**src/include/cmd_in_settings.svh**
```systemverilog
`ifndef CMD_IN_SETTINGS_SVH
`define CMD_IN_SETTINGS_SVH

// Accelerators and queue geometry
`define CMD_MAX_ACCS        4
`define CMD_ACC_BITS        2
`define CMD_SUBQUEUE_BITS   6   // 64 words per subqueue
`define CMD_QUEUE_ADDR_BITS (`CMD_ACC_BITS + `CMD_SUBQUEUE_BITS)
`define CMD_WORD_BITS       64

// Host bus
`define APB_ADDR_BITS       12
`define APB_DATA_BITS       32

// Header fields, listed from bit 63 down
`define CMD_RSVD_BITS       7
`define CMD_TYPE_BITS       4
`define CMD_NARGS_BITS      4
`define CMD_PAYLOAD_BITS    48

// Command type codes
`define CMD_CODE_EXEC       4'h1
`define CMD_CODE_SETUP      4'h2
`define CMD_CODE_PERIODIC   4'h3

`endif

```
**src/logic/cmd_in_pkg.sv**
```systemverilog
`include "cmd_in_settings.svh"

package cmd_in_pkg;

    typedef enum logic [`CMD_TYPE_BITS-1:0] {
        CMD_EXEC     = `CMD_CODE_EXEC,
        CMD_SETUP    = `CMD_CODE_SETUP,
        CMD_PERIODIC = `CMD_CODE_PERIODIC
    } cmd_type_e;

    // Header word found at the front of a subqueue
    typedef struct packed {
        logic                           valid;      // Bit 63, set by the host
        logic [`CMD_RSVD_BITS-1:0]      rsvd;
        cmd_type_e                      cmd_type;
        logic [`CMD_NARGS_BITS-1:0]     num_args;
        logic [`CMD_PAYLOAD_BITS-1:0]   payload;
    } cmd_header_s;

    typedef union packed {
        cmd_header_s                hdr;
        logic [`CMD_WORD_BITS-1:0]  raw;
    } cmd_word_u;

    typedef logic [`CMD_ACC_BITS-1:0]        acc_id_t;
    typedef logic [`CMD_SUBQUEUE_BITS-1:0]   sub_idx_t;
    // Accelerator number in the upper bits, subqueue index below
    typedef logic [`CMD_QUEUE_ADDR_BITS-1:0] queue_addr_t;

endpackage

```
**src/logic/apb_queue_port.sv**
```systemverilog
`timescale 1ns/1ps
`include "cmd_in_settings.svh"

module apb_queue_port import cmd_in_pkg::*; (
    input  logic                      clk,
    input  logic                      rstn,
    input  logic [`APB_ADDR_BITS-1:0] paddr,
    input  logic                      psel,
    input  logic                      penable,
    input  logic                      pwrite,
    input  logic [`APB_DATA_BITS-1:0] pwdata,
    output logic [`APB_DATA_BITS-1:0] prdata,
    output logic                      pready,
    output logic                      pslverr,
    output queue_addr_t               ram_addr,
    output logic                      ram_we,
    output cmd_word_u                 ram_din,
    input  cmd_word_u                 ram_dout
);

    logic [`APB_DATA_BITS-1:0] low_half;
    logic                      rd_wait;
    logic                      access;
    logic                      hi_sel;

    assign access = psel & penable;
    assign hi_sel = paddr[2];

    // Byte address to word address
    assign ram_addr = paddr[3 +: `CMD_QUEUE_ADDR_BITS];

    // High half commits the whole word
    assign ram_we  = access & pwrite & hi_sel;
    assign ram_din = cmd_word_u'({pwdata, low_half});

    assign prdata  = hi_sel ? ram_dout.raw[2*`APB_DATA_BITS-1:`APB_DATA_BITS]
                            : ram_dout.raw[`APB_DATA_BITS-1:0];
    assign pready  = pwrite | rd_wait;
    assign pslverr = 1'b0;

    always_ff @(posedge clk) begin
        if (access && pwrite && !hi_sel) begin
            low_half <= pwdata;
        end
    end

    // One wait state while the memory read settles
    always_ff @(posedge clk) begin
        if (!rstn) begin
            rd_wait <= 1'b0;
        end else begin
            rd_wait <= access & !pwrite & !rd_wait;
        end
    end

endmodule

```
**config.mk**
```make
export PLATFORM = sky130hd
export DESIGN_NAME = apb_queue_port
export DESIGN_NICKNAME = d
export VERILOG_FILES = /design/src/logic/cmd_in_pkg.sv /design/src/logic/apb_queue_port.sv
export VERILOG_INCLUDE_DIRS = /design/src /design/src/include
export SDC_FILE = /design/constraint.sdc
export NUM_CORES = 1
export LEC_CHECK = 0
export BUFFER_PORTS_ARGS = -buffer_cell sky130_fd_sc_hd__buf_2
export CAP_MARGIN = 20
export CORE_AREA = 3 3 84 86
export CTS_CLUSTER_DIAMETER = 80
export DETAILED_ROUTE_END_ITERATION = 6
export DIE_AREA = 0 0 87 89
export PLACE_DENSITY = 0.71
export SETUP_SLACK_MARGIN = 0.4
export SYNTH_ARGS = -nofsm -noshare
export SYNTH_HDL_FRONTEND = slang
export SYNTH_SLANG_ARGS = --single-unit
```
**constraint.sdc**
```tcl
create_clock -name clk -period 4.46 [get_ports clk]
set_input_delay 0.223 -clock clk [delete_from_list [all_inputs] [get_ports clk]]
set_output_delay 0.223 -clock clk [all_outputs]
set_load 0.05 [all_outputs]
```
Word level (Yosys, flattened, before mapping)
Cells that the tools add are included.
{ "word_totals": {"inputBits": 113, "elab_cells": 14, "register_bits": 33} }
{ "classes": {"n_bitwise": 6, "reduce_logical": 5, "mux": 1} }
{ "ops": {"columns": ["operator", "n"], "rows": [
  ["32-bit 2-to-1 mux", 1],
  ["1-bit bitwise AND", 5],
  ["1-bit logical NOT", 3],
  ["1-bit logical AND", 2],
  ["1-bit bitwise OR", 1]
]} }

Depth between registers and ports, before layout
{ "logic_depth": {"word_depth": 3, "ltp_mapped": 3} }

Worst setup path after synthesis
No wires, ideal clock.
{ "synth_timing": {"kind": "input port to flip-flop", "from": "input paddr[2]", "to": "register low_half[0] (enable)", "setup_slack_ns": 1.106, "arrival_ns": 2.886, "stages": 3, "setup_time_ns": 0.468, "path_cell_list": "buf_6 > buf_8 > nor3b_1"} }
{ "synth_via": {"elab_chain_len": 2} }
{ "synth_rtl": {"columns": ["element", "line", "rtl"], "rows": [
  ["start: declaration", "apb_queue_port.sv:7", "input logic [`APB_ADDR_BITS-1:0] paddr,"],
  ["1-bit logical NOT", "apb_queue_port.sv:42", "if (access && pwrite && !hi_sel) begin"],
  ["1-bit logical AND", "apb_queue_port.sv:42", null],
  ["end signal: assignment", "apb_queue_port.sv:43", "low_half <= pwdata;"],
  ["end: declaration", "apb_queue_port.sv:21", "logic [`APB_DATA_BITS-1:0] low_half;"]
]} }
Every way passes these cells.
A chain may end at the register's enable or synchronous reset.

Worst setup path in the final report
{ "layout_timing": {"from": "input paddr[2]", "to": "output prdata[29]"} }
{ "layout_via": {"elab_chain_len": 1} }
{ "layout_rtl": {"columns": ["element", "line", "rtl"], "rows": [
  ["32-bit 2-to-1 mux", "apb_queue_port.sv:36", "assign prdata = hi_sel ? ram_dout.raw[2*`APB_DATA_BITS-1:`APB_DATA_BITS]"],
  ["end: declaration", "apb_queue_port.sv:12", "output logic [`APB_DATA_BITS-1:0] prdata,"]
]} }
Every way passes these cells.

==> impl_metrics.ini <==
[status]
status = finished clean

[timing]
rsz0062_at_grt = false
drv_slew = 0
hold_viol = 0
finalCriticalPeriod_ns = 1.82
setup-violations-final = 0
worst-slew-pin-transition_ns = 0.989
timing.hold.ws_ns = 0.129
fin_tns_setup_ns = 0
timing.final.crit_share = 0.409
relSlewSlack = 0.341
max_freq_mhz = 549
skew_ns = 0

[setup_path]
path_max_fanout = 34
path_class = primary input to output pin
worstSetupStartpointType = primary input
crit_arrival_ns = 1.60
critical_path.startpoint = paddr[2]
required_ns = 4.24
endpoint_kind = output pin
r2r_start = rd_wait

[synth]
netlist_area_sq_um = 1860
synth_compound_area_frac = 0
synth_fp_nets = 230
synth-adder-area-share = 0
synth_xor_area_frac = 0
syn_area_per_cell_sq_um = 15.9
yosysUniqueCellTypes = 15
synth-simple-area-share = 0.0168
synth_cells = 117
synth_top_family_by_area = multiplexers
muxShareOfSynthArea = 0.250
yosysWarningCount = 0
ys_seq_area_frac = 0.528
ys_seq_elements = 33

[finish]
final_nets = 392
final_cell_mix = 199 x buf_2, 32 x edfxtp_1, 28 x mux2_4, 5 x clkbuf_8, 4 x mux2_2
n_antenna_cell = 0
area.growth.synth_to_final_pct = 45.2
stdcell_count = 357
final_common_cell = buf_2
drive_above_1_share = 0.861

[routing]
drt_iter0_drc = 11
ant_nets = 0
wire_per_inst_microns = 13.8
routed_wl_mm = 4.93
via_per_inst = 4.16
remaining_drc_errors = 0
vias = 1486
first_pass_iters = 3

[floorplan]
dieWidth_microns = 87
die_h_microns = 89
io_pins = 220
die-area_sq_um = 7740
start_util = 0.293
core_area_sq_um = 6350
core.rowCount = 29

[pwr]
leakagePower_nw = 1.41
ir_drop_mv = 0.176
power-per-cell-area_nw_per_um2 = 349

[cts]
cts_sinks = 33
postCtsResizedCells = 0
insertion_delay_ns = 0.28
cts_tree = built
root_buffer = clkbuf_8
htreeDepth = 2
cts_buffers = 5
clockBufferDepth = 2
hold_buffers = 0
clkTransAtPathRegs_ns = 0.07
post-cts-setup-buffer-count = 0

[place]
dp_hpwl_mm = 4.17
place.gp.congestion = 0.709
io_buffers = 199
dp.cells = 349

[global_routing]
grt_pass1_wl_mm = 6.37
grt_pass1_vias = 1344
grt_overflow = 0
grtUsageTotal = 0.106
antenna_found_initial = 0
grt_max_degree = 35

[hold_path]
hp-class = primary input to register
worstHoldStart = pwdata[0]

[run]
cap_violations = 0
-- cell usage after synthesis, drive strengths merged --
library cell   n  share of area
buf           45           0.20
or2            1         0.0034
nand2          1         0.0020
and4           1         0.0047
nor3           1         0.0027
conb           1         0.0020
nor3b          1         0.0040
edfxtp        32           0.52
inv            1         0.0020
mux2          32           0.25
dfxtp          1          0.011
-- final timing paths --
kind	to	slack, ns	cells after the start
setup / recovery	prdata[29]	2.64	3
hold reg to reg	rd_wait	0.49	2
setup reg to reg	rd_wait	3.68	2
hold / removal	low_half[0]	0.13	1
-- power by group --
group	switching (W)	total (W)	internal (W)
Clock	0.000108	0.000272	0.000164
Combinational	0.000221	0.000318	0.0000964
Sequential	0.00000185	0.000352	0.000350
-- metrics by stage --
step | util | setup slack [ns] | power (W) | instance area, sq um
detailed placement | 0.408 | 2.64 | 0.000678 | 2590
floorplan | - | 1.11 | 0.000633 | 1860
finish | 0.425 | 2.64 | 0.000942 | 2700
global route | 0.425 | 2.58 | 0.000984 | 2700
CTS | 0.425 | 2.64 | 0.000957 | 2700
global placement | 0.408 | 2.67 | 0.000674 | 2590
-- state kept, by name, summed over array words and instances (netlist names) --
signal and flops:
low_half 32, rd_wait 1
-- critical path, cell delays in order --
cell    delay (ns)
buf_2         0.74
mux2_2        0.41
buf_2         0.21
-- logic make-up (layout without fill, tap and decap cells) --
| kind of cell | count (synthesis) | in the layout |
|---|---|---|
| simple gates | 5 | 5 |
| buf+inv | 46 | 209 |
| other cells | 1 | 1 |
| mux | 32 | 32 |
| flops | 33 | 33 |
-- per-layer routing --
metal	track usage	up-vias	part of all wire
li1	-	696	-
met5	0	-	0
met1	0.114	683	0.34
met2	0.199	99	0.55
met3	0.0267	8	0.096
met4	0.0439	0	0.011
-- layout make-up --
cell class	instances	area, sq um
well taps	77	96.3
repair buffers	200	1000
clock buffers	5	68.8
fillers	613	3650
multi-input cells	38	505
flip-flops and latches	33	981
inverters	1	3.75
clock inverters	3	41.3
Note: power is estimated with default switching activity, not from simulation.
