[src/include/cmd_in_settings.svh]
`ifndef CMD_IN_SETTINGS_SVH
`define CMD_IN_SETTINGS_SVH

// Accelerators and queue geometry
`define CMD_MAX_ACCS        4
`define CMD_ACC_BITS        2
`define CMD_SUBQUEUE_BITS   6   // 64 words per subqueue
`define CMD_QUEUE_ADDR_BITS (`CMD_ACC_BITS + `CMD_SUBQUEUE_BITS)
`define CMD_WORD_BITS       64

// Host bus
`define APB_ADDR_BITS       12
`define APB_DATA_BITS       32

// Header fields, listed from bit 63 down
`define CMD_RSVD_BITS       7
`define CMD_TYPE_BITS       4
`define CMD_NARGS_BITS      4
`define CMD_PAYLOAD_BITS    48

// Command type codes
`define CMD_CODE_EXEC       4'h1
`define CMD_CODE_SETUP      4'h2
`define CMD_CODE_PERIODIC   4'h3

`endif

[src/logic/cmd_in_pkg.sv]
`include "cmd_in_settings.svh"

package cmd_in_pkg;

    typedef enum logic [`CMD_TYPE_BITS-1:0] {
        CMD_EXEC     = `CMD_CODE_EXEC,
        CMD_SETUP    = `CMD_CODE_SETUP,
        CMD_PERIODIC = `CMD_CODE_PERIODIC
    } cmd_type_e;

    // Header word found at the front of a subqueue
    typedef struct packed {
        logic                           valid;      // Bit 63, set by the host
        logic [`CMD_RSVD_BITS-1:0]      rsvd;
        cmd_type_e                      cmd_type;
        logic [`CMD_NARGS_BITS-1:0]     num_args;
        logic [`CMD_PAYLOAD_BITS-1:0]   payload;
    } cmd_header_s;

    typedef union packed {
        cmd_header_s                hdr;
        logic [`CMD_WORD_BITS-1:0]  raw;
    } cmd_word_u;

    typedef logic [`CMD_ACC_BITS-1:0]        acc_id_t;
    typedef logic [`CMD_SUBQUEUE_BITS-1:0]   sub_idx_t;
    // Accelerator number in the upper bits, subqueue index below
    typedef logic [`CMD_QUEUE_ADDR_BITS-1:0] queue_addr_t;

endpackage

[src/logic/cmd_in_ifs.sv]
`timescale 1ns/1ps

// Dispatcher port of the queue memory
interface cmd_ram_if import cmd_in_pkg::*; ();
    queue_addr_t addr;
    logic        en;
    logic        we;
    cmd_word_u   din;
    cmd_word_u   dout;     // Valid one cycle after a read

    modport ram (input addr, input en, input we, input din, output dout);
    modport user (output addr, output en, output we, output din, input dout);
endinterface

// Grant and report between scheduler and dispatcher
interface sched_if import cmd_in_pkg::*; ();
    logic     grant;       // Held until done
    acc_id_t  acc_id;
    sub_idx_t front_idx;
    logic     done;
    logic     advance;
    sub_idx_t next_idx;
    logic     mark_busy;

    modport sched (output grant, output acc_id, output front_idx,
                   input done, input advance, input next_idx, input mark_busy);
    modport disp (input grant, input acc_id, input front_idx,
                  output done, output advance, output next_idx, output mark_busy);
endinterface

[src/logic/cmd_dispatcher.sv]
`timescale 1ns/1ps
`include "cmd_in_settings.svh"

module cmd_dispatcher import cmd_in_pkg::*; (
    input  logic                      clk,
    input  logic                      rstn,
    cmd_ram_if.user                   ram,
    sched_if.disp                     sched,
    output logic [`CMD_WORD_BITS-1:0] stream_data,
    output logic                      stream_valid,
    input  logic                      stream_ready,
    output acc_id_t                   stream_dest,
    output logic                      stream_last
);

    typedef enum logic [2:0] {
        IDLE,
        ISSUE,
        CHECK,
        SEND,
        CLEAR
    } state_e;

    state_e     state;
    sub_idx_t   idx;        // Next word to read
    logic [5:0] cnt;        // Words left after the current one
    logic [5:0] cmd_len;    // Up to 4 + 2*15
    logic       is_setup;
    logic       hdr_valid;

    assign hdr_valid = ram.dout.hdr.valid;

    always_comb begin
        case (ram.dout.hdr.cmd_type)
            CMD_SETUP: cmd_len = 6'd2;
            CMD_EXEC:  cmd_len = 6'd3 + {1'b0, ram.dout.hdr.num_args, 1'b0};
            default:   cmd_len = 6'd4 + {1'b0, ram.dout.hdr.num_args, 1'b0};
        endcase
    end

    // Memory requests
    always_comb begin
        ram.en   = 1'b0;
        ram.we   = 1'b0;
        ram.addr = {sched.acc_id, sched.front_idx};
        ram.din  = '0;      // Cleared header, valid bit low
        case (state)
            ISSUE: ram.en = 1'b1;
            SEND: begin
                if (stream_ready && cnt != '0) begin
                    ram.en   = 1'b1;
                    ram.addr = {sched.acc_id, idx};
                end
            end
            CLEAR: begin
                ram.en = 1'b1;
                ram.we = 1'b1;
            end
            default: ;
        endcase
    end

    // Memory output holds while no read is issued
    assign stream_data  = ram.dout.raw;
    assign stream_valid = state == SEND;
    assign stream_dest  = sched.acc_id;
    assign stream_last  = cnt == '0;

    assign sched.done      = (state == CLEAR) || (state == CHECK && !hdr_valid);
    assign sched.advance   = state == CLEAR;
    assign sched.mark_busy = (state == CLEAR) && !is_setup;
    assign sched.next_idx  = idx;

    always_ff @(posedge clk) begin
        if (!rstn) begin
            state <= IDLE;
        end else begin
            case (state)
                IDLE:    if (sched.grant) state <= ISSUE;
                ISSUE:   state <= CHECK;
                CHECK:   state <= hdr_valid ? SEND : IDLE;   // Empty slot means no work
                SEND:    if (stream_ready && stream_last) state <= CLEAR;
                CLEAR:   state <= IDLE;
                default: state <= IDLE;
            endcase
        end
    end

    always_ff @(posedge clk) begin
        case (state)
            ISSUE: idx <= sched.front_idx + 1'b1;
            CHECK: begin
                cnt      <= cmd_len - 1'b1;
                is_setup <= ram.dout.hdr.cmd_type == CMD_SETUP;
            end
            SEND: begin
                if (stream_ready && !stream_last) begin
                    idx <= idx + 1'b1;      // Wraps inside the subqueue
                    cnt <= cnt - 1'b1;
                end
            end
            default: ;
        endcase
    end

endmodule

[src/flat_wrapper.sv]
// flat-port wrapper written by rule: the top's interface ports become plain ports
module cmd_dispatcher_flat import cmd_in_pkg::*;
  (clk, rstn, stream_data, stream_valid, stream_ready, stream_dest, stream_last, ram_addr, ram_en, ram_we, ram_din, ram_dout, sched_grant, sched_acc_id, sched_front_idx, sched_done, sched_advance, sched_next_idx, sched_mark_busy);
  cmd_ram_if ram_i ();
  sched_if sched_i ();
  input  logic clk;
  input  logic rstn;
  output logic [`CMD_WORD_BITS-1:0] stream_data;
  output logic stream_valid;
  input  logic stream_ready;
  output acc_id_t stream_dest;
  output logic stream_last;
  output wire logic [$bits(ram_i.addr)-1:0] ram_addr;
  output wire logic [$bits(ram_i.en)-1:0] ram_en;
  output wire logic [$bits(ram_i.we)-1:0] ram_we;
  output wire logic [$bits(ram_i.din)-1:0] ram_din;
  input wire logic [$bits(ram_i.dout)-1:0] ram_dout;
  input wire logic [$bits(sched_i.grant)-1:0] sched_grant;
  input wire logic [$bits(sched_i.acc_id)-1:0] sched_acc_id;
  input wire logic [$bits(sched_i.front_idx)-1:0] sched_front_idx;
  output wire logic [$bits(sched_i.done)-1:0] sched_done;
  output wire logic [$bits(sched_i.advance)-1:0] sched_advance;
  output wire logic [$bits(sched_i.next_idx)-1:0] sched_next_idx;
  output wire logic [$bits(sched_i.mark_busy)-1:0] sched_mark_busy;
  assign ram_addr = ram_i.addr;
  assign ram_en = ram_i.en;
  assign ram_we = ram_i.we;
  assign ram_din = ram_i.din;
  assign ram_i.dout = ram_dout;
  assign sched_i.grant = sched_grant;
  assign sched_i.acc_id = sched_acc_id;
  assign sched_i.front_idx = sched_front_idx;
  assign sched_done = sched_i.done;
  assign sched_advance = sched_i.advance;
  assign sched_next_idx = sched_i.next_idx;
  assign sched_mark_busy = sched_i.mark_busy;
  cmd_dispatcher u_core (.clk(clk), .rstn(rstn), .ram(ram_i), .sched(sched_i), .stream_data(stream_data), .stream_valid(stream_valid), .stream_ready(stream_ready), .stream_dest(stream_dest), .stream_last(stream_last));
endmodule
[config.mk]
export PLATFORM = sky130hd
export DESIGN_NAME = cmd_dispatcher_flat
export DESIGN_NICKNAME = d
export VERILOG_FILES = /design/src/logic/cmd_in_pkg.sv /design/src/logic/cmd_in_ifs.sv /design/src/logic/cmd_dispatcher.sv /design/src/flat_wrapper.sv
export VERILOG_INCLUDE_DIRS = /design/src /design/src/include
export SDC_FILE = /design/constraint.sdc
export NUM_CORES = 1
export LEC_CHECK = 0
export BUFFER_PORTS_ARGS = -buffer_cell sky130_fd_sc_hd__buf_2
export CELL_PAD_IN_SITES_DETAIL_PLACEMENT = 0
export CELL_PAD_IN_SITES_GLOBAL_PLACEMENT = 1
export CORE_AREA = 2 2 99 101
export CTS_BUF_LIST = sky130_fd_sc_hd__clkbuf_8
export CTS_CLUSTER_DIAMETER = 30
export DETAILED_ROUTE_END_ITERATION = 16
export DIE_AREA = 0 0 101 103
export PLACE_DENSITY = 0.83
export SYNTH_ARGS = -nofsm -noshare
export SYNTH_HDL_FRONTEND = slang
export SYNTH_SLANG_ARGS = --single-unit
[constraint.sdc]
create_clock -name clk -period 2.3 [get_ports clk]
set_input_delay 0.345 -clock clk [delete_from_list [all_inputs] [get_ports clk]]
set_output_delay 0.345 -clock clk [all_outputs]
set_load 0.01 [all_outputs]
; Yosys cells after proc, flatten, opt, wreduce, memory -nomap -nowiden
; Cells that the tools add are included.
; W data, S select, Z words.
[totals]
regBits = 16
in_bits = 76
[classes]
eq_ne = 9
add_sub_neg = 6
reduce_logical = 18
mux = 14
[ops]
columns = operator, count
row1 = $pmux W6 S2, 3
row2 = $mux W6, 4
row3 = $add A6 B1 Y6 const B, 2
row4 = $pmux W3 S4, 1
row5 = $sub A6 B1 Y6 const B, 2
row6 = $add A2 B5 Y6 const A, 1
row7 = $add A3 B5 Y6 const A, 1
row8 = $eq A3 B2 Y1 const B, 2
row9 = $logic_not A6 Y1, 1
row10 = $mux W3, 2
row11 = $reduce_and A2 Y1, 3
row12 = $reduce_bool A6 Y1, 1
row13 = $logic_and A1 B1 Y1, 5
row14 = $eq A4 B1 Y1 const B, 1
row15 = $eq A4 B2 Y1 const B, 1
row16 = $ne A2 B1 Y1 const B, 2
row17 = $reduce_bool A2 Y1, 2
row18 = $eq A3 B1 Y1 const B, 1
row19 = $eq A3 B3 Y1 const B, 1
row20 = $logic_not A1 Y1, 3
row21 = $logic_not A3 Y1, 1
row22 = $mux W1, 2
row23 = $mux W2, 1
row24 = $ne A2 B2 Y1 const B, 1
row25 = other kinds (3), 3

; Logic depth before layout (Yosys ltp)
[depth]
depth_word = 5
ltp_mapped = 9

; Least setup slack after synthesis
; No wires, ideal clock.
[synth_timing]
kind = input-to-reg
from = in ram_dout[53]
to = reg u_core.cnt[4] (data pin)
stages = 7
setup_slack_ns = 0.187
setup_ns = 0.261
arrival_time_ns = 1.852
path_cell_list = buf_6 -> or4b_4 -> and2_1 -> o32ai_1 -> ha_1 -> o211ai_1 -> xnor2_1
[synth_between]
elab_chain_cells = 4
[synth_lines]
columns = item, line
row1 = "start, declared", flat_wrapper.sv:17  ; input wire logic [$bits(ram_i.dout)-1:0] ram_dout;
row2 = $eq A4 B1 Y1 / $eq A4 B2 Y1 (equally long branches), cmd_dispatcher.sv:34  ; case (ram.dout.hdr.cmd_type)
row3 = $pmux W6 S2 (*), cmd_dispatcher.sv:34
row4 = $sub A6 B1 Y6 (*), cmd_dispatcher.sv:93  ; cnt <= cmd_len - 1'b1;
row5 = $pmux W6 S2 (*), cmd_dispatcher.sv:90  ; case (state)
row6 = "end signal, assigned", cmd_dispatcher.sv:93
row7 = "end signal, assigned", cmd_dispatcher.sv:99  ; cnt <= cnt - 1'b1;
row8 = "end, declared", cmd_dispatcher.sv:26  ; logic [5:0] cnt;
; Every way passes the cells marked *; elsewhere a longest branch is shown, timed or not.
; A chain may end at the register's enable or synchronous reset.

; Worst setup path after layout
[layout_timing]
from = reg u_core.cnt[1]
to = out ram_addr[3]
[layout_between]
elab_chain_cells = 4
[layout_lines]
columns = item, line
row1 = $reduce_bool A6 Y1, cmd_dispatcher.sv:50  ; if (stream_ready && cnt != '0) begin
row2 = $logic_and A1 B1 Y1, cmd_dispatcher.sv:50
row3 = $mux W6, cmd_dispatcher.sv:50
row4 = $mux W6, cmd_dispatcher.sv:47  ; case (state)
row5 = "end, declared", flat_wrapper.sv:13  ; output wire logic [$bits(ram_i.addr)-1:0] ram_addr;
; Every way passes these cells.

==> impl_metrics.csv <==
group,metric,value,unit
run_status,status,"finished, violations left",
run_status,failing_checks,"negative setup slack",
clocking,cts_hold_buffers,0,
cells_and_area,fin_area,1920,sq um
power_and_ir_drop,comb_power_share,0.281,
global_route,grt_first_pass_wirelength,5.30,mm
floorplanning,dieArea,10400,sq um
sta,final_max_slew_viol_count,0,
cells_and_area,fin_cells,352,
routing,routed_wire_length,3.84,mm
clocking,cts_sinks,16,
sta,fin_worst_hold_slack,349,ps
power_and_ir_drop,power.share.sequential,0.417,
synth,synth_edf_count,13,
power_and_ir_drop,totalPowerFinal,845,uW
clocking,clk_root_buffer_cell,"sky130_fd_sc_hd__clkbuf_8",
synth,ys_async_sr_fraction,0,
clocking,clock_tree_from_tritoncts,"built",
global_route,antenna_violations_before_repair,0,
floorplanning,core-area,9460,sq um
clocking,worst_skew_pair.late_latency,250,ps
place,portBuffers,46,
sta,fin_crit,2360,ps
floorplanning,die-width,101,microns
cells_and_area,diodes,0,
power_and_ir_drop,static-leakage-power,0.000944,uW
power_and_ir_drop,fraction_of_power_spent_switching_nets,0.316,
sta,final-setup-viol-count,6,
sta,final_hold_viol_count,0,
cells_and_area,nNetsFinal,319,
synth,post_synth.cell_area_avg,8.65,sq um
worst_setup_path,worst_ep_arrival_time,2020,ps
sta,period_share,1.03,
place,detailedPlacementHpwl,3.21,mm
worst_setup_path,crit_path_cell_trace,"or3_4 -> nor4_4 -> nand3b_4 -> mux2_2 -> buf_2",
power_and_ir_drop,p_sw,267,uW
cells_and_area,post_route_cells_drive_above_1_share,0.307,
sta,worst_pin_slew,869,ps
routing,route.antenna.remaining_nets,0,
synth,ys_ff_latch,16,
sta,unrepaired_setup_endpoints_after_global_routing,"yes",
place,placed_area,1820,sq um
floorplanning,fp.dieH,103,microns
routing,wl_per_cell,10.9,microns
power_and_ir_drop,internal_power,578,uW
job,maxCapViolCount,0,
worst_hold_path,timing.hold.worst_path_depth,2,
worst_setup_path,critical_path.startpoint_type,"flop",
worst_setup_path,critPathMaxStageDelay,420,ps
place,place_inst,345,
worst_setup_path,crit_path_end_kind,"output pin",
routing,via_count,1331,
power_and_ir_drop,maximum_vdd_drop,0.251,mV
worst_setup_path,reg2reg_setup_slack,220,ps
cells_and_area,area.growth.synth_to_final,-12.8,%
worst_setup_path,crit_type,"reg2out",
global_route,gr-total-overflow,0,
floorplanning,boundary_pin_count,227,
synth,synth-main-ff-cell,"sky130_fd_sc_hd__edfxtp_1",
sta,clock_skew,8.60,ps
power_and_ir_drop,power-per-cell-area,440,nW/um^2
global_route,grt_pass1_vias,1090,
sta,worst_slew_margin_rel,0.415,
clocking,total_clock_buffers_created_by_cts,3,
synth,synth.yosys.seq_area_share,0.204,
routing,post-route-drc-count,0,
synth,yosysWarnings,0,
power_and_ir_drop,power.clock.fraction,0.302,
routing,first_iter_violations,27,
worst_setup_path,timing.critical_path.required,1960,ps
clocking,clk_pin_slew_worst_paths,70,ps
worst_setup_path,cpMaxStageDelayCell,"sky130_fd_sc_hd__or3_4",
clocking,cts_buffer_depth,2,
floorplanning,site_rows,36,
worst_hold_path,hp-class,"in2reg",
routing,post_drt_via_cell_ratio,3.78,
routing,first_pass_iters,4,
sta,fmax,0.423,GHz
clocking,ctsHtreeMaxLevel,1,
synth,netlist.area_leader.share,0.453,
synth,yosys.cell_count.top_type,"sky130_fd_sc_hd__buf_4",
synth,postSynthCellCount,255,
global_route,grt_util_all_layers,0.0663,
place,finalWeightedCongestion,0.721,
synth,syn_area,2210,sq um
synth,synth.top_cells.by_count,"sky130_fd_sc_hd__buf_4, sky130_fd_sc_hd__edfxtp_1, sky130_fd_sc_hd__nand2_1, sky130_fd_sc_hd__xnor2_1, sky130_fd_sc_hd__nor2_1",
synth,biggest_area_consumer_among_synthesized_cells,"sky130_fd_sc_hd__buf_4",
sta,final_critical_path_setup_slack,-63.6,ps
synth,synth.area.top_cells,"sky130_fd_sc_hd__buf_4, sky130_fd_sc_hd__edfxtp_1, sky130_fd_sc_hd__xnor2_1",
synth,synth_cell_types,47,
floorplanning,start_util,0.233,
worst_setup_path,worst_path_fanout_max,7,
global_route,grt_start_max_net_pins,16,
worst_setup_path,rr_worst_depth,5,
-- worst max-delay path: cells and delay by family (launching register included) --
family        cells  cell delay, ps
buf+inv           1             140
simple gates      3             860
flops             1             410
mux               1             350
-- path summary, 6_finish.rpt --
path | start | end
setup reg to reg | u_core.cnt[1] | u_core.sched.next_idx[2]
hold reg to reg | u_core.state[0] | u_core.state[1]
setup / recovery | u_core.cnt[1] | ram_addr[3]
hold / removal | rstn | u_core.state[2]
-- layout by cell type, fill, tap and decap left out, types with 2 or more instances in the layout --
| cell type | instances |
|---|---|
| sky130_fd_sc_hd__conb_1 | 64 |
| sky130_fd_sc_hd__buf_2 | 46 |
| sky130_fd_sc_hd__edfxtp_1 | 13 |
| sky130_fd_sc_hd__nand2_1 | 10 |
| sky130_fd_sc_hd__xnor2_1 | 9 |
| sky130_fd_sc_hd__nor2_1 | 8 |
| sky130_fd_sc_hd__buf_4 | 8 |
| sky130_fd_sc_hd__nand3_1 | 7 |
| sky130_fd_sc_hd__o21ai_0 | 6 |
| sky130_fd_sc_hd__mux2i_1 | 6 |
| sky130_fd_sc_hd__inv_1 | 5 |
| sky130_fd_sc_hd__mux2_2 | 5 |
| sky130_fd_sc_hd__ha_1 | 4 |
| sky130_fd_sc_hd__clkbuf_8 | 4 |
| sky130_fd_sc_hd__a21oi_1 | 3 |
| sky130_fd_sc_hd__dfxtp_1 | 3 |
| sky130_fd_sc_hd__nor3_1 | 2 |
| sky130_fd_sc_hd__a22o_1 | 2 |
| sky130_fd_sc_hd__xor2_1 | 2 |
| sky130_fd_sc_hd__and2_1 | 2 |
| sky130_fd_sc_hd__nand2b_1 | 2 |
-- through the flow --
stage | setup WS [ps] | utilization | TNS [ps]
4_1_cts | -64.0 | 0.203 | -314
6_report | -63.6 | 0.203 | -305
5_1_grt | -140 | 0.203 | -809
3_3_place_gp | 69.5 | 0.193 | 0
2_1_floorplan | 187 | - | 0
3_5_place_dp | 57.6 | 0.193 | 0
-- sequential cells by signal, indices dropped and copies added (netlist names) --
name and cells:
u_core.state 3, u_core.cnt 6, u_core.sched.next_idx 6, u_core.is_setup 1
-- power groups by stage --
stage	Combinational, uW	Clock (uW)	Sequential [uW]
floorplan	356	0	357
global placement	230	0	357
detailed placement	234	0	358
CTS	237	261	353
global route	266	274	355
finish	237	256	352
-- logic make-up (layout without fill, tap and decap cells) --
logic type | after synthesis | count (layout) | synth area share
mux | 12 | 12 | 0.0579
simple gates | 42 | 42 | 0.105
buf+inv | 144 | 64 | 0.477
compound gates | 24 | 24 | 0.0806
flops | 16 | 16 | 0.204
other cells | 1 | 64 | 0.00170
fa+ha+maj | 4 | 4 | 0.0227
xor+xnor | 12 | 12 | 0.0511
-- what timing repair did --
item | in CTS | in global routing
endpoints found under the setup margin | 6 | 6
resized for setup | 3 | 0
setup buffers | 2 | 1
pin swaps | 0 | 0
-- final cells by class --
type / instances / area, sq um
Fill cell: 1058 / 7540
Multi-Input combinational cell: 158 / 962
Sequential cell: 16 / 450
Timing Repair Buffer: 54 / 290
Tap cell: 114 / 143
Clock buffer: 4 / 55.1
Inverter: 6 / 22.5
-- routing by layer --
layer / track usage / part of all wire / vias up
met5: 0 / 0 / -
met4: 0.0405 / 0.041 / 0
met3: 0.0210 / 0.11 / 24
met2: 0.110 / 0.45 / 84
met1: 0.0748 / 0.40 / 607
li1: - / - / 616
Power figures use the tool's default switching activity.
