`config.mk`:
```
export PLATFORM = sky130hd
export DESIGN_NAME = acc_scheduler_flat
export DESIGN_NICKNAME = d
export VERILOG_FILES = /design/src/logic/cmd_in_pkg.sv /design/src/logic/cmd_in_ifs.sv /design/src/logic/acc_scheduler.sv /design/src/flat_wrapper.sv
export VERILOG_INCLUDE_DIRS = /design/src /design/src/include
export SDC_FILE = /design/constraint.sdc
export NUM_CORES = 1
export LEC_CHECK = 0
export ABC_AREA = 1
export BUFFER_PORTS_ARGS = -buffer_cell sky130_fd_sc_hd__buf_2
export CAP_MARGIN = 10
export CORE_MARGIN = 8
export CORE_UTILIZATION = 61
export DETAILED_ROUTE_END_ITERATION = 6
export GPL_TIMING_DRIVEN = 1
export PLACE_DENSITY = 0.81
export SLEW_MARGIN = 20
export SYNTH_ARGS = -nofsm -noshare
export SYNTH_HDL_FRONTEND = slang
export SYNTH_SLANG_ARGS = --single-unit
```
`constraint.sdc`:
```
create_clock -name clk -period 2.5 [get_ports clk]
set_clock_uncertainty 0.2 [all_clocks]
set_input_delay 0.5 -clock clk [delete_from_list [all_inputs] [get_ports clk]]
set_output_delay 0.5 -clock clk [all_outputs]
set_load 0.05 [all_outputs]
```
`src/include/cmd_in_settings.svh`:
```
`ifndef CMD_IN_SETTINGS_SVH
`define CMD_IN_SETTINGS_SVH

// Accelerators and queue geometry
`define CMD_MAX_ACCS        4
`define CMD_ACC_BITS        2
`define CMD_SUBQUEUE_BITS   6   // 64 words per subqueue
`define CMD_QUEUE_ADDR_BITS (`CMD_ACC_BITS + `CMD_SUBQUEUE_BITS)
`define CMD_WORD_BITS       64

// Host bus
`define APB_ADDR_BITS       12
`define APB_DATA_BITS       32

// Header fields, listed from bit 63 down
`define CMD_RSVD_BITS       7
`define CMD_TYPE_BITS       4
`define CMD_NARGS_BITS      4
`define CMD_PAYLOAD_BITS    48

// Command type codes
`define CMD_CODE_EXEC       4'h1
`define CMD_CODE_SETUP      4'h2
`define CMD_CODE_PERIODIC   4'h3

`endif

```
`src/logic/cmd_in_pkg.sv`:
```
`include "cmd_in_settings.svh"

package cmd_in_pkg;

    typedef enum logic [`CMD_TYPE_BITS-1:0] {
        CMD_EXEC     = `CMD_CODE_EXEC,
        CMD_SETUP    = `CMD_CODE_SETUP,
        CMD_PERIODIC = `CMD_CODE_PERIODIC
    } cmd_type_e;

    // Header word found at the front of a subqueue
    typedef struct packed {
        logic                           valid;      // Bit 63, set by the host
        logic [`CMD_RSVD_BITS-1:0]      rsvd;
        cmd_type_e                      cmd_type;
        logic [`CMD_NARGS_BITS-1:0]     num_args;
        logic [`CMD_PAYLOAD_BITS-1:0]   payload;
    } cmd_header_s;

    typedef union packed {
        cmd_header_s                hdr;
        logic [`CMD_WORD_BITS-1:0]  raw;
    } cmd_word_u;

    typedef logic [`CMD_ACC_BITS-1:0]        acc_id_t;
    typedef logic [`CMD_SUBQUEUE_BITS-1:0]   sub_idx_t;
    // Accelerator number in the upper bits, subqueue index below
    typedef logic [`CMD_QUEUE_ADDR_BITS-1:0] queue_addr_t;

endpackage

```
`src/logic/cmd_in_ifs.sv`:
```


// Grant and report between scheduler and dispatcher
interface sched_if import cmd_in_pkg::*; ();
    logic     grant;       // Held until done
    acc_id_t  acc_id;
    sub_idx_t front_idx;
    logic     done;
    logic     advance;
    sub_idx_t next_idx;
    logic     mark_busy;

    modport sched (output grant, output acc_id, output front_idx,
                   input done, input advance, input next_idx, input mark_busy);
    modport disp (input grant, input acc_id, input front_idx,
                  output done, output advance, output next_idx, output mark_busy);
endinterface

```
`src/logic/acc_scheduler.sv`:
```
`timescale 1ns/1ps
`include "cmd_in_settings.svh"

module acc_scheduler import cmd_in_pkg::*; (
    input  logic    clk,
    input  logic    rstn,
    input  logic    acc_done,
    input  acc_id_t acc_done_id,
    sched_if.sched  sched
);

    acc_id_t                  ptr;
    logic [`CMD_MAX_ACCS-1:0] avail;
    sub_idx_t                 front [`CMD_MAX_ACCS];
    acc_id_t                  cand;
    logic                     found;

    // First available accelerator at or after the pointer
    always_comb begin : scan
        acc_id_t probe;
        found = 1'b0;
        cand  = ptr;
        for (int i = `CMD_MAX_ACCS - 1; i >= 0; i--) begin
            probe = ptr + acc_id_t'(i);
            if (avail[probe]) begin
                found = 1'b1;
                cand  = probe;
            end
        end
    end

    assign sched.front_idx = front[sched.acc_id];

    always_ff @(posedge clk) begin
        if (!rstn) begin
            ptr          <= '0;
            avail        <= '1;
            sched.grant  <= 1'b0;
            sched.acc_id <= '0;
            for (int i = 0; i < `CMD_MAX_ACCS; i++) begin
                front[i] <= '0;
            end
        end else begin
            if (!sched.grant) begin
                if (found) begin
                    sched.grant  <= 1'b1;
                    sched.acc_id <= cand;
                    ptr          <= cand + 1'b1;
                end
            end else if (sched.done) begin
                if (sched.advance) front[sched.acc_id] <= sched.next_idx;
                if (sched.mark_busy) avail[sched.acc_id] <= 1'b0;
                sched.grant <= 1'b0;
            end
            if (acc_done) avail[acc_done_id] <= 1'b1;   // Completion wins over a new busy mark
        end
    end

endmodule

```
`src/flat_wrapper.sv`:
```
// flat-port wrapper written by rule: the top's interface ports become plain ports
module acc_scheduler_flat import cmd_in_pkg::*;
  (clk, rstn, acc_done, acc_done_id, sched_grant, sched_acc_id, sched_front_idx, sched_done, sched_advance, sched_next_idx, sched_mark_busy);
  sched_if sched_i ();
  input  logic clk;
  input  logic rstn;
  input  logic acc_done;
  input  acc_id_t acc_done_id;
  output wire logic [$bits(sched_i.grant)-1:0] sched_grant;
  output wire logic [$bits(sched_i.acc_id)-1:0] sched_acc_id;
  output wire logic [$bits(sched_i.front_idx)-1:0] sched_front_idx;
  input wire logic [$bits(sched_i.done)-1:0] sched_done;
  input wire logic [$bits(sched_i.advance)-1:0] sched_advance;
  input wire logic [$bits(sched_i.next_idx)-1:0] sched_next_idx;
  input wire logic [$bits(sched_i.mark_busy)-1:0] sched_mark_busy;
  assign sched_grant = sched_i.grant;
  assign sched_acc_id = sched_i.acc_id;
  assign sched_front_idx = sched_i.front_idx;
  assign sched_i.done = sched_done;
  assign sched_i.advance = sched_advance;
  assign sched_i.next_idx = sched_next_idx;
  assign sched_i.mark_busy = sched_mark_busy;
  acc_scheduler u_core (.clk(clk), .rstn(rstn), .acc_done(acc_done), .acc_done_id(acc_done_id), .sched(sched_i));
endmodule
```
# Word-level counts from Yosys, hierarchy flattened
# Memories as Yosys holds them, arrays and structs flattened. A register that Yosys moved wholly into a read port is not among the register bits.
# Cells that the tools add are included.
# op_classes
add_sub_neg,4
multipliers,0
div,0
order_cmp,8
eq_ne,0
shifts,0
n_mux,39
n_bitwise,4
n_reduce_logical,4
# ops
cell,n
$mux W1,20
$mux W4,5
$lt A2 B3 Y1 const B,6
$mux W2,7
$bmux W1 S2,4
$mux W6,1
$reduce_or A6 Y1,1
$add A2 B1 Y2 const B,2
$add A2 B2 Y2 const B,2
$and A4 B4 Y4,1
$demux W1 S2,2
$ge A2 B1 Y1 const B,2
$not A4 Y4,1
$or A4 B4 Y4,1
$logic_and A1 B1 Y1,2
$reduce_and A2 Y1,1
$not A1 Y1,1
# totals
regBits,9
latchBits,0
mem_bits_rw,24
mem_bits_ro,0
in_bits,14
out_inout_bits,9
elab_cells,64
memories,1
# mem_list
name,depth,width,rd,rd_clocked_by_memory_dff,wr,line_no,source
u_core.front,4,6,1,1,4,acc_scheduler.sv:14,sub_idx_t front [`CMD_MAX_ACCS];

# Longest topological paths before layout
# Gate-level depths: netlist (run 1).
# depth
depth_word,12
mapped_depth,13
mapped_depth_nobuf,13

# Worst setup path before layout (run 1)
# No wires, ideal clock.
# synth_timing
path_type,register to output
start,reg (tool-made name)
end,out sched_front_idx[1]
t_arrival_ps,1495
required_time_ps,1800
path_slack_ps,305
stages_incl_launch_ff,5
n_path_buf,1
cell_sequence,dfxtp_1 inv_1 clkbuf_1 o21ai_0 o22ai_1
# synth_rtl
element,line_no,source
end: declaration,flat_wrapper.sv:11,output wire logic [$bits(sched_i.front_idx)-1:0] sched_front_idx;

==> results of run 1 <==
==> registers in the layout (all words and copies together) (netlist names), named ones only <==
name	flops
u_core.front	24
u_core.sched.acc_id	2
u_core.sched.grant	1
u_core.ptr	2
u_core.avail	4
==> routing by layer <==
layer	wire, microns	share of wire (%)	GRT usage (%)
met5	0	0	0
met4	61	1.7	5.47
met2	1890	52	28.5
met1	1470	40	17.8
met3	217	6.0	4.43
==> cell usage after synthesis <==
master,n,share of area (%)
buf_6,1,0.65
o21ai_0,24,6.9
and2_4,1,0.51
inv_1,24,5.2
nand2_2,9,3.3
buf_4,1,0.43
nand3_2,2,1.2
edfxtp_1,24,42
nor2_1,40,8.7
nor2_4,1,0.65
a21oi_1,4,1.2
o21ai_2,2,1.0
nor2_2,1,0.36
clkbuf_1,2,0.43
nand3_1,17,4.9
dfxtp_1,11,13
o22ai_1,6,2.2
nand2_1,33,7.2
nand4_1,1,0.36
inv_2,3,0.65
==> worst max path at each step <==
| stage | startpoint | endpoint | depth (start not counted) |
|---|---|---|---|
| 6_report | flip-flop | sched_front_idx[0] | 4 |
| 5_1_grt | flip-flop | sched_front_idx[0] | 4 |
| 2_1_floorplan | flip-flop | sched_front_idx[1] | 4 |
| 3_3_place_gp | flip-flop | sched_front_idx[5] | 4 |
| 3_5_place_dp | flip-flop | sched_front_idx[0] | 4 |
| 4_1_cts | flip-flop | sched_front_idx[0] | 4 |
==> worst max-delay path: cells and delay by family, from the launching register on <==
| family | cells | cell delay [ps] |
|---|---|---|
| AO/OA/AOI/OAI | 2 | 270 |
| buffers and inverters | 2 | 560 |
| flip-flops | 1 | 390 |
==> final cells by class <==
cell class                 count  area [sq um]  area share [%]
timing repair buffer          27           148            7.60
sequential                    35           942            48.5
clock buffer                   6          41.3            2.13
clock inverter                 2          7.51           0.387
tap                           31          38.8            2.00
inverter                      27           101            5.22
multi-input combinational    141           663            34.1
==> metrics by stage <==
stage	instances	hold slack, ps	worst slack (ps)
floorplan	207	254	305
global placement	261	269	581
detailed placement	261	278	452
CTS	269	238	81.6
global route	269	241	83.9
finish	269	248	248
==> what timing repair did <==
item | CTS | global route
setup buffers | 0 | 0
resized for setup | 0 | 1
setup endpoints to repair | 0 | 5
==> report_power, final <==
group	switching (mW)	internal, mW	leakage [nW]
Combinational	0.513	0.212	0.546
Clock	0.176	0.104	0.0273
Sequential	0.0562	0.669	0.339
==> logic make-up after synthesis <==
family,share of synthesized area [%]
and+or+nand+nor,27.0
buffers and inverters,7.37
AOI/OAI and AO/OA,11.3
DFF,54.3
==> cells in the final DEF, fill, tap and decap left out <==
master and n:
nand3_2 2, clkbuf_1 1, inv_1 24, o21ai_2 2, dfxtp_1 10, nor2_4 1
o22ai_1 6, edfxtp_1 24, nor2_1 40, buf_2 22, a21oi_1 4, clkbuf_4 5
and2_4 1, nand2_1 33, o21ai_0 24, nor2_2 1, clkinv_1 2, buf_4 5
inv_2 3, dfxtp_2 1, nand4_1 1, nand2_2 9, nand3_1 17
==> key figures, run 1 <==
Floorplan
  • Die area: roughly 4800 sq um
  • Core Region: between 2000 and 3000 sq um
  • Height of the chip: slightly below 70 microns
  • Initial Util: 63.3%
  • Die Wd: approximately 70 microns
  • Ports: 23
  • Row cnt: 19

Final layout
  • Syn-to-layout area delta: 12.1%
  • Final Cell Area: 1940 sq um
  • Ant diodes: 0
  • Share of layout cells above drive strength 1: between 20 and 25%
  • Utilization after layout: between 70% and 80%
  • Nets: approximately 250
  • Fillers: roughly 230

Setup path
  • CP required: approximately 1800 ps
  • Crit path arrival time: ~1600 ps
  • Crit path max-delay cell type: dfxtp_2
  • Crit path largest cell delay: between 300 and 400 ps
  • R2R Path Start: u_core.ptr[0]
  • CP Class: flip-flop to output port
  • Crit. End Element: output port
  • Reg2Reg Setup Slack: around 640 ps
  • CP Launch Type: flip-flop
  • R2R depth: 10
  • Top fanout value on the critical path: 13
  • CP cell instances: inv_1, o21ai_0, o22ai_1, buf_2

Logic synthesis
  • Average size of a mapped cell: 8.37 sq um
  • Syn Inst Count: 207
  • Yosys cell types: 20
  • Synthesis warning total: 0
  • Post-Syn Nets: about 220
  • Register bit total from synthesis: 35
  • Synth Cell Area: 1730 sq um
  • Post-synthesis sequential area ratio: roughly 54%

CTS
  • Later-pin clock latency in the skew report: 330 ps
  • H-tree lvl count: 2
  • CTS buffer count: 5
  • Worst-path clk slew: approximately 90 ps
  • CTS root buf: clkbuf_4
  • Hold_buf cts: 0
  • Max Root-Sink Buffers: 2
  • Number of clock sinks: 35
  • TritonCTS clock tree: built

Detailed routing
  • Iteration-0 DRC Markers: 145
  • Detail Route Antenna Nets: 0
  • Total number of vias: ~1500
  • Wire per inst: between 10 and 15 microns
  • WL final: roughly 3600 microns
  • Vias per std cell: between 5 and 6
  • First-pass detailed-route iteration total: 4
  • DRC Markers: 0

Status
  • Run status: completed

STA
  • Period utilization: 90.1%
  • Unrepaired setup endpoints after global routing: false
  • Setup TNS: 0 ps
  • Final Hold Vio Count: 0
  • Worst slew margin: roughly two thirds
  • Final Max Tran Viols: 0
  • Min cycle time layout: around 2300 ps
  • Setup Viol. Count Final: 0
  • Slew @ Worst Pin: 516 ps
  • F_max: ~440 MHz

Power and ir drop
  • Static Leakage: roughly 0.91 nW
  • Pwr Total: 1.73 mW
  • Pwr dens: between 800 and 900 nW/um^2
  • Worst vdd ir: approximately 660 uV

Place
  • DP HPWL: ~2800 microns
  • DP Area: between 1500 and 2000 sq um
  • Gp weighted congestion: slightly below 0.9
  • PortBufs: 22

Job
  • Max-Cap Viols: 0

Worst hold path
  • Hold depth: 3
  • Worst Hold Class: input pin to flip-flop
  • Worst hold start: acc_done_id[1]
  • WHS Endpoint: u_core.avail[2]

Global route
  • Largest net degree at the start of global routing: 14
  • Vias in the first global route: 1529
  • Grt total ovfl: 0
  • GRT Overall Usage: about 16%
  • Initial antenna violation count: 0
  • Global-route wire length before repair: between 6000 and 7000 microns
Power figures use the tool's default switching activity.
==> run 2: changes to the inputs <==
ABC_AREA = unset   (was 1)
CORE_UTILIZATION = 30   (was 61)
PLACE_DENSITY = 0.44   (was 0.81)
==> run 2 against run 1 <==
Final cell count shrank 13%; largest cell class unchanged; first-iteration DRC count decreased by 68%; total power decreased by 18%; non-clock buffer count unchanged; core utilization is 34 points lower.
==> key figures, run 2 <==
Status
  • Run status: completed

Global route
  • Vias in the first global route: between 1000 and 1500
  • Largest net degree at the start of global routing: 17
  • Global-route wire length before repair: between 5000 and 6000 microns
  • Grt total ovfl: 0
  • Initial antenna violation count: 0
  • GRT Overall Usage: under 10%

Logic synthesis
  • Top FF cell, synth: edfxtp_1
  • Ranking of synthesized cells by area: edfxtp_1, dfxtp_1, mux4_2
  • Most frequent cells after synthesis: edfxtp_1, nor2_1, nand2_1, o21ai_0, dfxtp_1
  • Top cell type's share of synthesized area: 45.3%
  • Average size of a mapped cell: 11.7 sq um
  • Biggest area consumer among synthesized cells: edfxtp_1
  • Post-synthesis sequential area ratio: between 50% and 60%
  • Yosys cell types: 26
  • Register bit total from synthesis: 35
  • Synthesis warning total: 0
  • Syn Inst Count: about 140
  • EDFF count, synth: 24
  • Synth Cell Area: 1590 sq um
  • Top-count cell post-synth: edfxtp_1
  • Post-Syn Nets: 150
  • Asr flop ratio synth: 0%

Final layout
  • Nets: around 180
  • Top reg by flops: u_core.front
  • Fin cells: roughly 240
  • Ant diodes: 0
  • Area of the multi-input gates: approximately 600 sq um
  • Reg area: around 940 sq um
  • Fillers: roughly 530
  • Max reg flops: 24
  • Most frequent cells in the layout: edfxtp_1, buf_2, nor2_1, nand2_1, o21ai_0
  • Syn-to-layout area delta: 20.3%
  • Commonest non-fill, non-tap cell in the layout: edfxtp_1
  • Largest regs: u_core.front: 24 flops, u_core.avail: 4 flops
  • Share of layout cells above drive strength 1: between 20% and 30%

Setup path
  • Crit path arrival time: 1670 ps
  • Crit path max-delay cell type: dfxtp_1
  • Crit path largest cell delay: ~600 ps
  • CP Class: flip-flop to output port
  • CP Launch Type: flip-flop
  • CP required: between 1500 and 2000 ps
  • R2R depth: 4
  • CP cell instances: mux4_2, buf_2
  • Top fanout value on the critical path: 6
  • Crit. End Element: output port

Detailed routing
  • Wire per inst: 14.8 microns
  • First-pass detailed-route iteration total: 4
  • Total number of vias: 1100
  • Vias per std cell: between 4 and 5
  • Detail Route Antenna Nets: 0
  • DRC Markers: 0
  • WL final: 3470 microns
  • Iteration-0 DRC Markers: 46

STA
  • F_max: ~420 MHz
  • Worst slew margin: a little under three quarters
  • Final Max Tran Viols: 0
  • Final Hold Vio Count: 0
  • Setup TNS: 0 ps
  • Unrepaired setup endpoints after global routing: false
  • Hold slack: 266 ps
  • Setup Viol. Count Final: 0
  • Period utilization: approximately 95%
  • Slew @ Worst Pin: between 400 and 500 ps
  • Min cycle time layout: between 2000 and 2500 ps
  • Worst setup margin: roughly 130 ps

CTS
  • Post-CTS Setup Inserts: 0
  • CTS buffer count: 5
  • Worst-path clk slew: approximately 70 ps
  • Later-pin clock latency in the skew report: 280 ps
  • CTS root buf: clkbuf_8
  • Max Root-Sink Buffers: 2
  • Hold_buf cts: 0
  • Cells resized by post-CTS repair: 0
  • Number of clock sinks: 35
  • H-tree lvl count: 2
  • TritonCTS clock tree: built

Floorplan
  • Core Region: 5110 sq um
  • Ports: 23
  • Row cnt: 26
  • Height of the chip: between 80 and 90 microns
  • Die Wd: 88.8 microns
  • Die area: between 7000 and 8000 sq um
  • Initial Util: around 31%

Place
  • Place WS: between 400 and 500 ps
  • PortBufs: 22
  • DP HPWL: about 2500 microns
  • Cell total after placement: about 230
  • Gp weighted congestion: around 0.80

Power and ir drop
  • Worst vdd ir: ~230 uV
  • Static Leakage: around 0.75 nW
  • Pwr dens: 741 nW/um^2
  • Pwr Total: ~1.4 mW

Job
  • Max-Cap Viols: 0

Worst hold path
  • Hold depth: 2
  • Worst Hold Class: input pin to flip-flop
[run 2: worst paths after layout]
path / from / endpoint / slack [ps]
setup / recovery: flip-flop / sched_front_idx[1] / 130
hold / removal: acc_done_id[0] / u_core.avail[2] / 270
setup reg to reg: u_core.ptr[1] / u_core.ptr[0] / 820
hold reg to reg: u_core.avail[1] / u_core.avail[1] / 350
[run 2: per-layer routing]
| metal | vias up | GRT usage, % | part of all wire, % |
|---|---|---|---|
| li1 | 537 | - | - |
| met4 | 0 | 5.07 | 2.0 |
| met3 | 7 | 2.60 | 4.0 |
| met5 | - | 0 | 0 |
| met1 | 534 | 10.9 | 45 |
| met2 | 22 | 16.6 | 49 |
[run 2: final cells by class]
| cell class | instances | area share [%] |
|---|---|---|
| Clock buffer | 6 | 3.79 |
| Inverter | 8 | 1.57 |
| Tap cell | 70 | 4.58 |
| Multi-Input combinational cell | 87 | 31.2 |
| Timing Repair Buffer | 27 | 7.71 |
| Clock inverter | 2 | 1.96 |
| Sequential cell | 35 | 49.2 |
[run 2: kinds of logic (layout without fill, tap and decap cells)]
family / after synthesis / in the layout / share of synthesized area [%]
AO/OA/AOI/OAI: 20 / 20 / 8.02
flip-flops: 35 / 35 / 59.1
multiplexers: 9 / 9 / 11.4
AND/OR/NAND/NOR: 57 / 57 / 17.6
XOR/XNOR: 1 / 1 / 0.550
buffers and inverters: 14 / 43 / 3.30
[run 2: worst max-delay path: cells and delay by family, from the launching register on]
kind | cells | cell delay, ps
buffers and inverters | 1 | 230
flip-flops | 1 | 590
multiplexers | 1 | 560
[run 2: power breakdown]
| group | internal [mW] | switching [mW] | total (mW) |
|---|---|---|---|
| Combinational | 0.0820 | 0.145 | 0.227 |
| Clock | 0.298 | 0.211 | 0.508 |
| Sequential | 0.649 | 0.0330 | 0.682 |
[run 2: through the flow]
stage / utilization, % / cell area [sq um]
6_report: 37.5 / 1910
3_3_place_gp: 35.3 / 1800
5_1_grt: 37.5 / 1910
4_1_cts: 37.5 / 1910
2_1_floorplan: - / 1590
3_5_place_dp: 35.3 / 1800
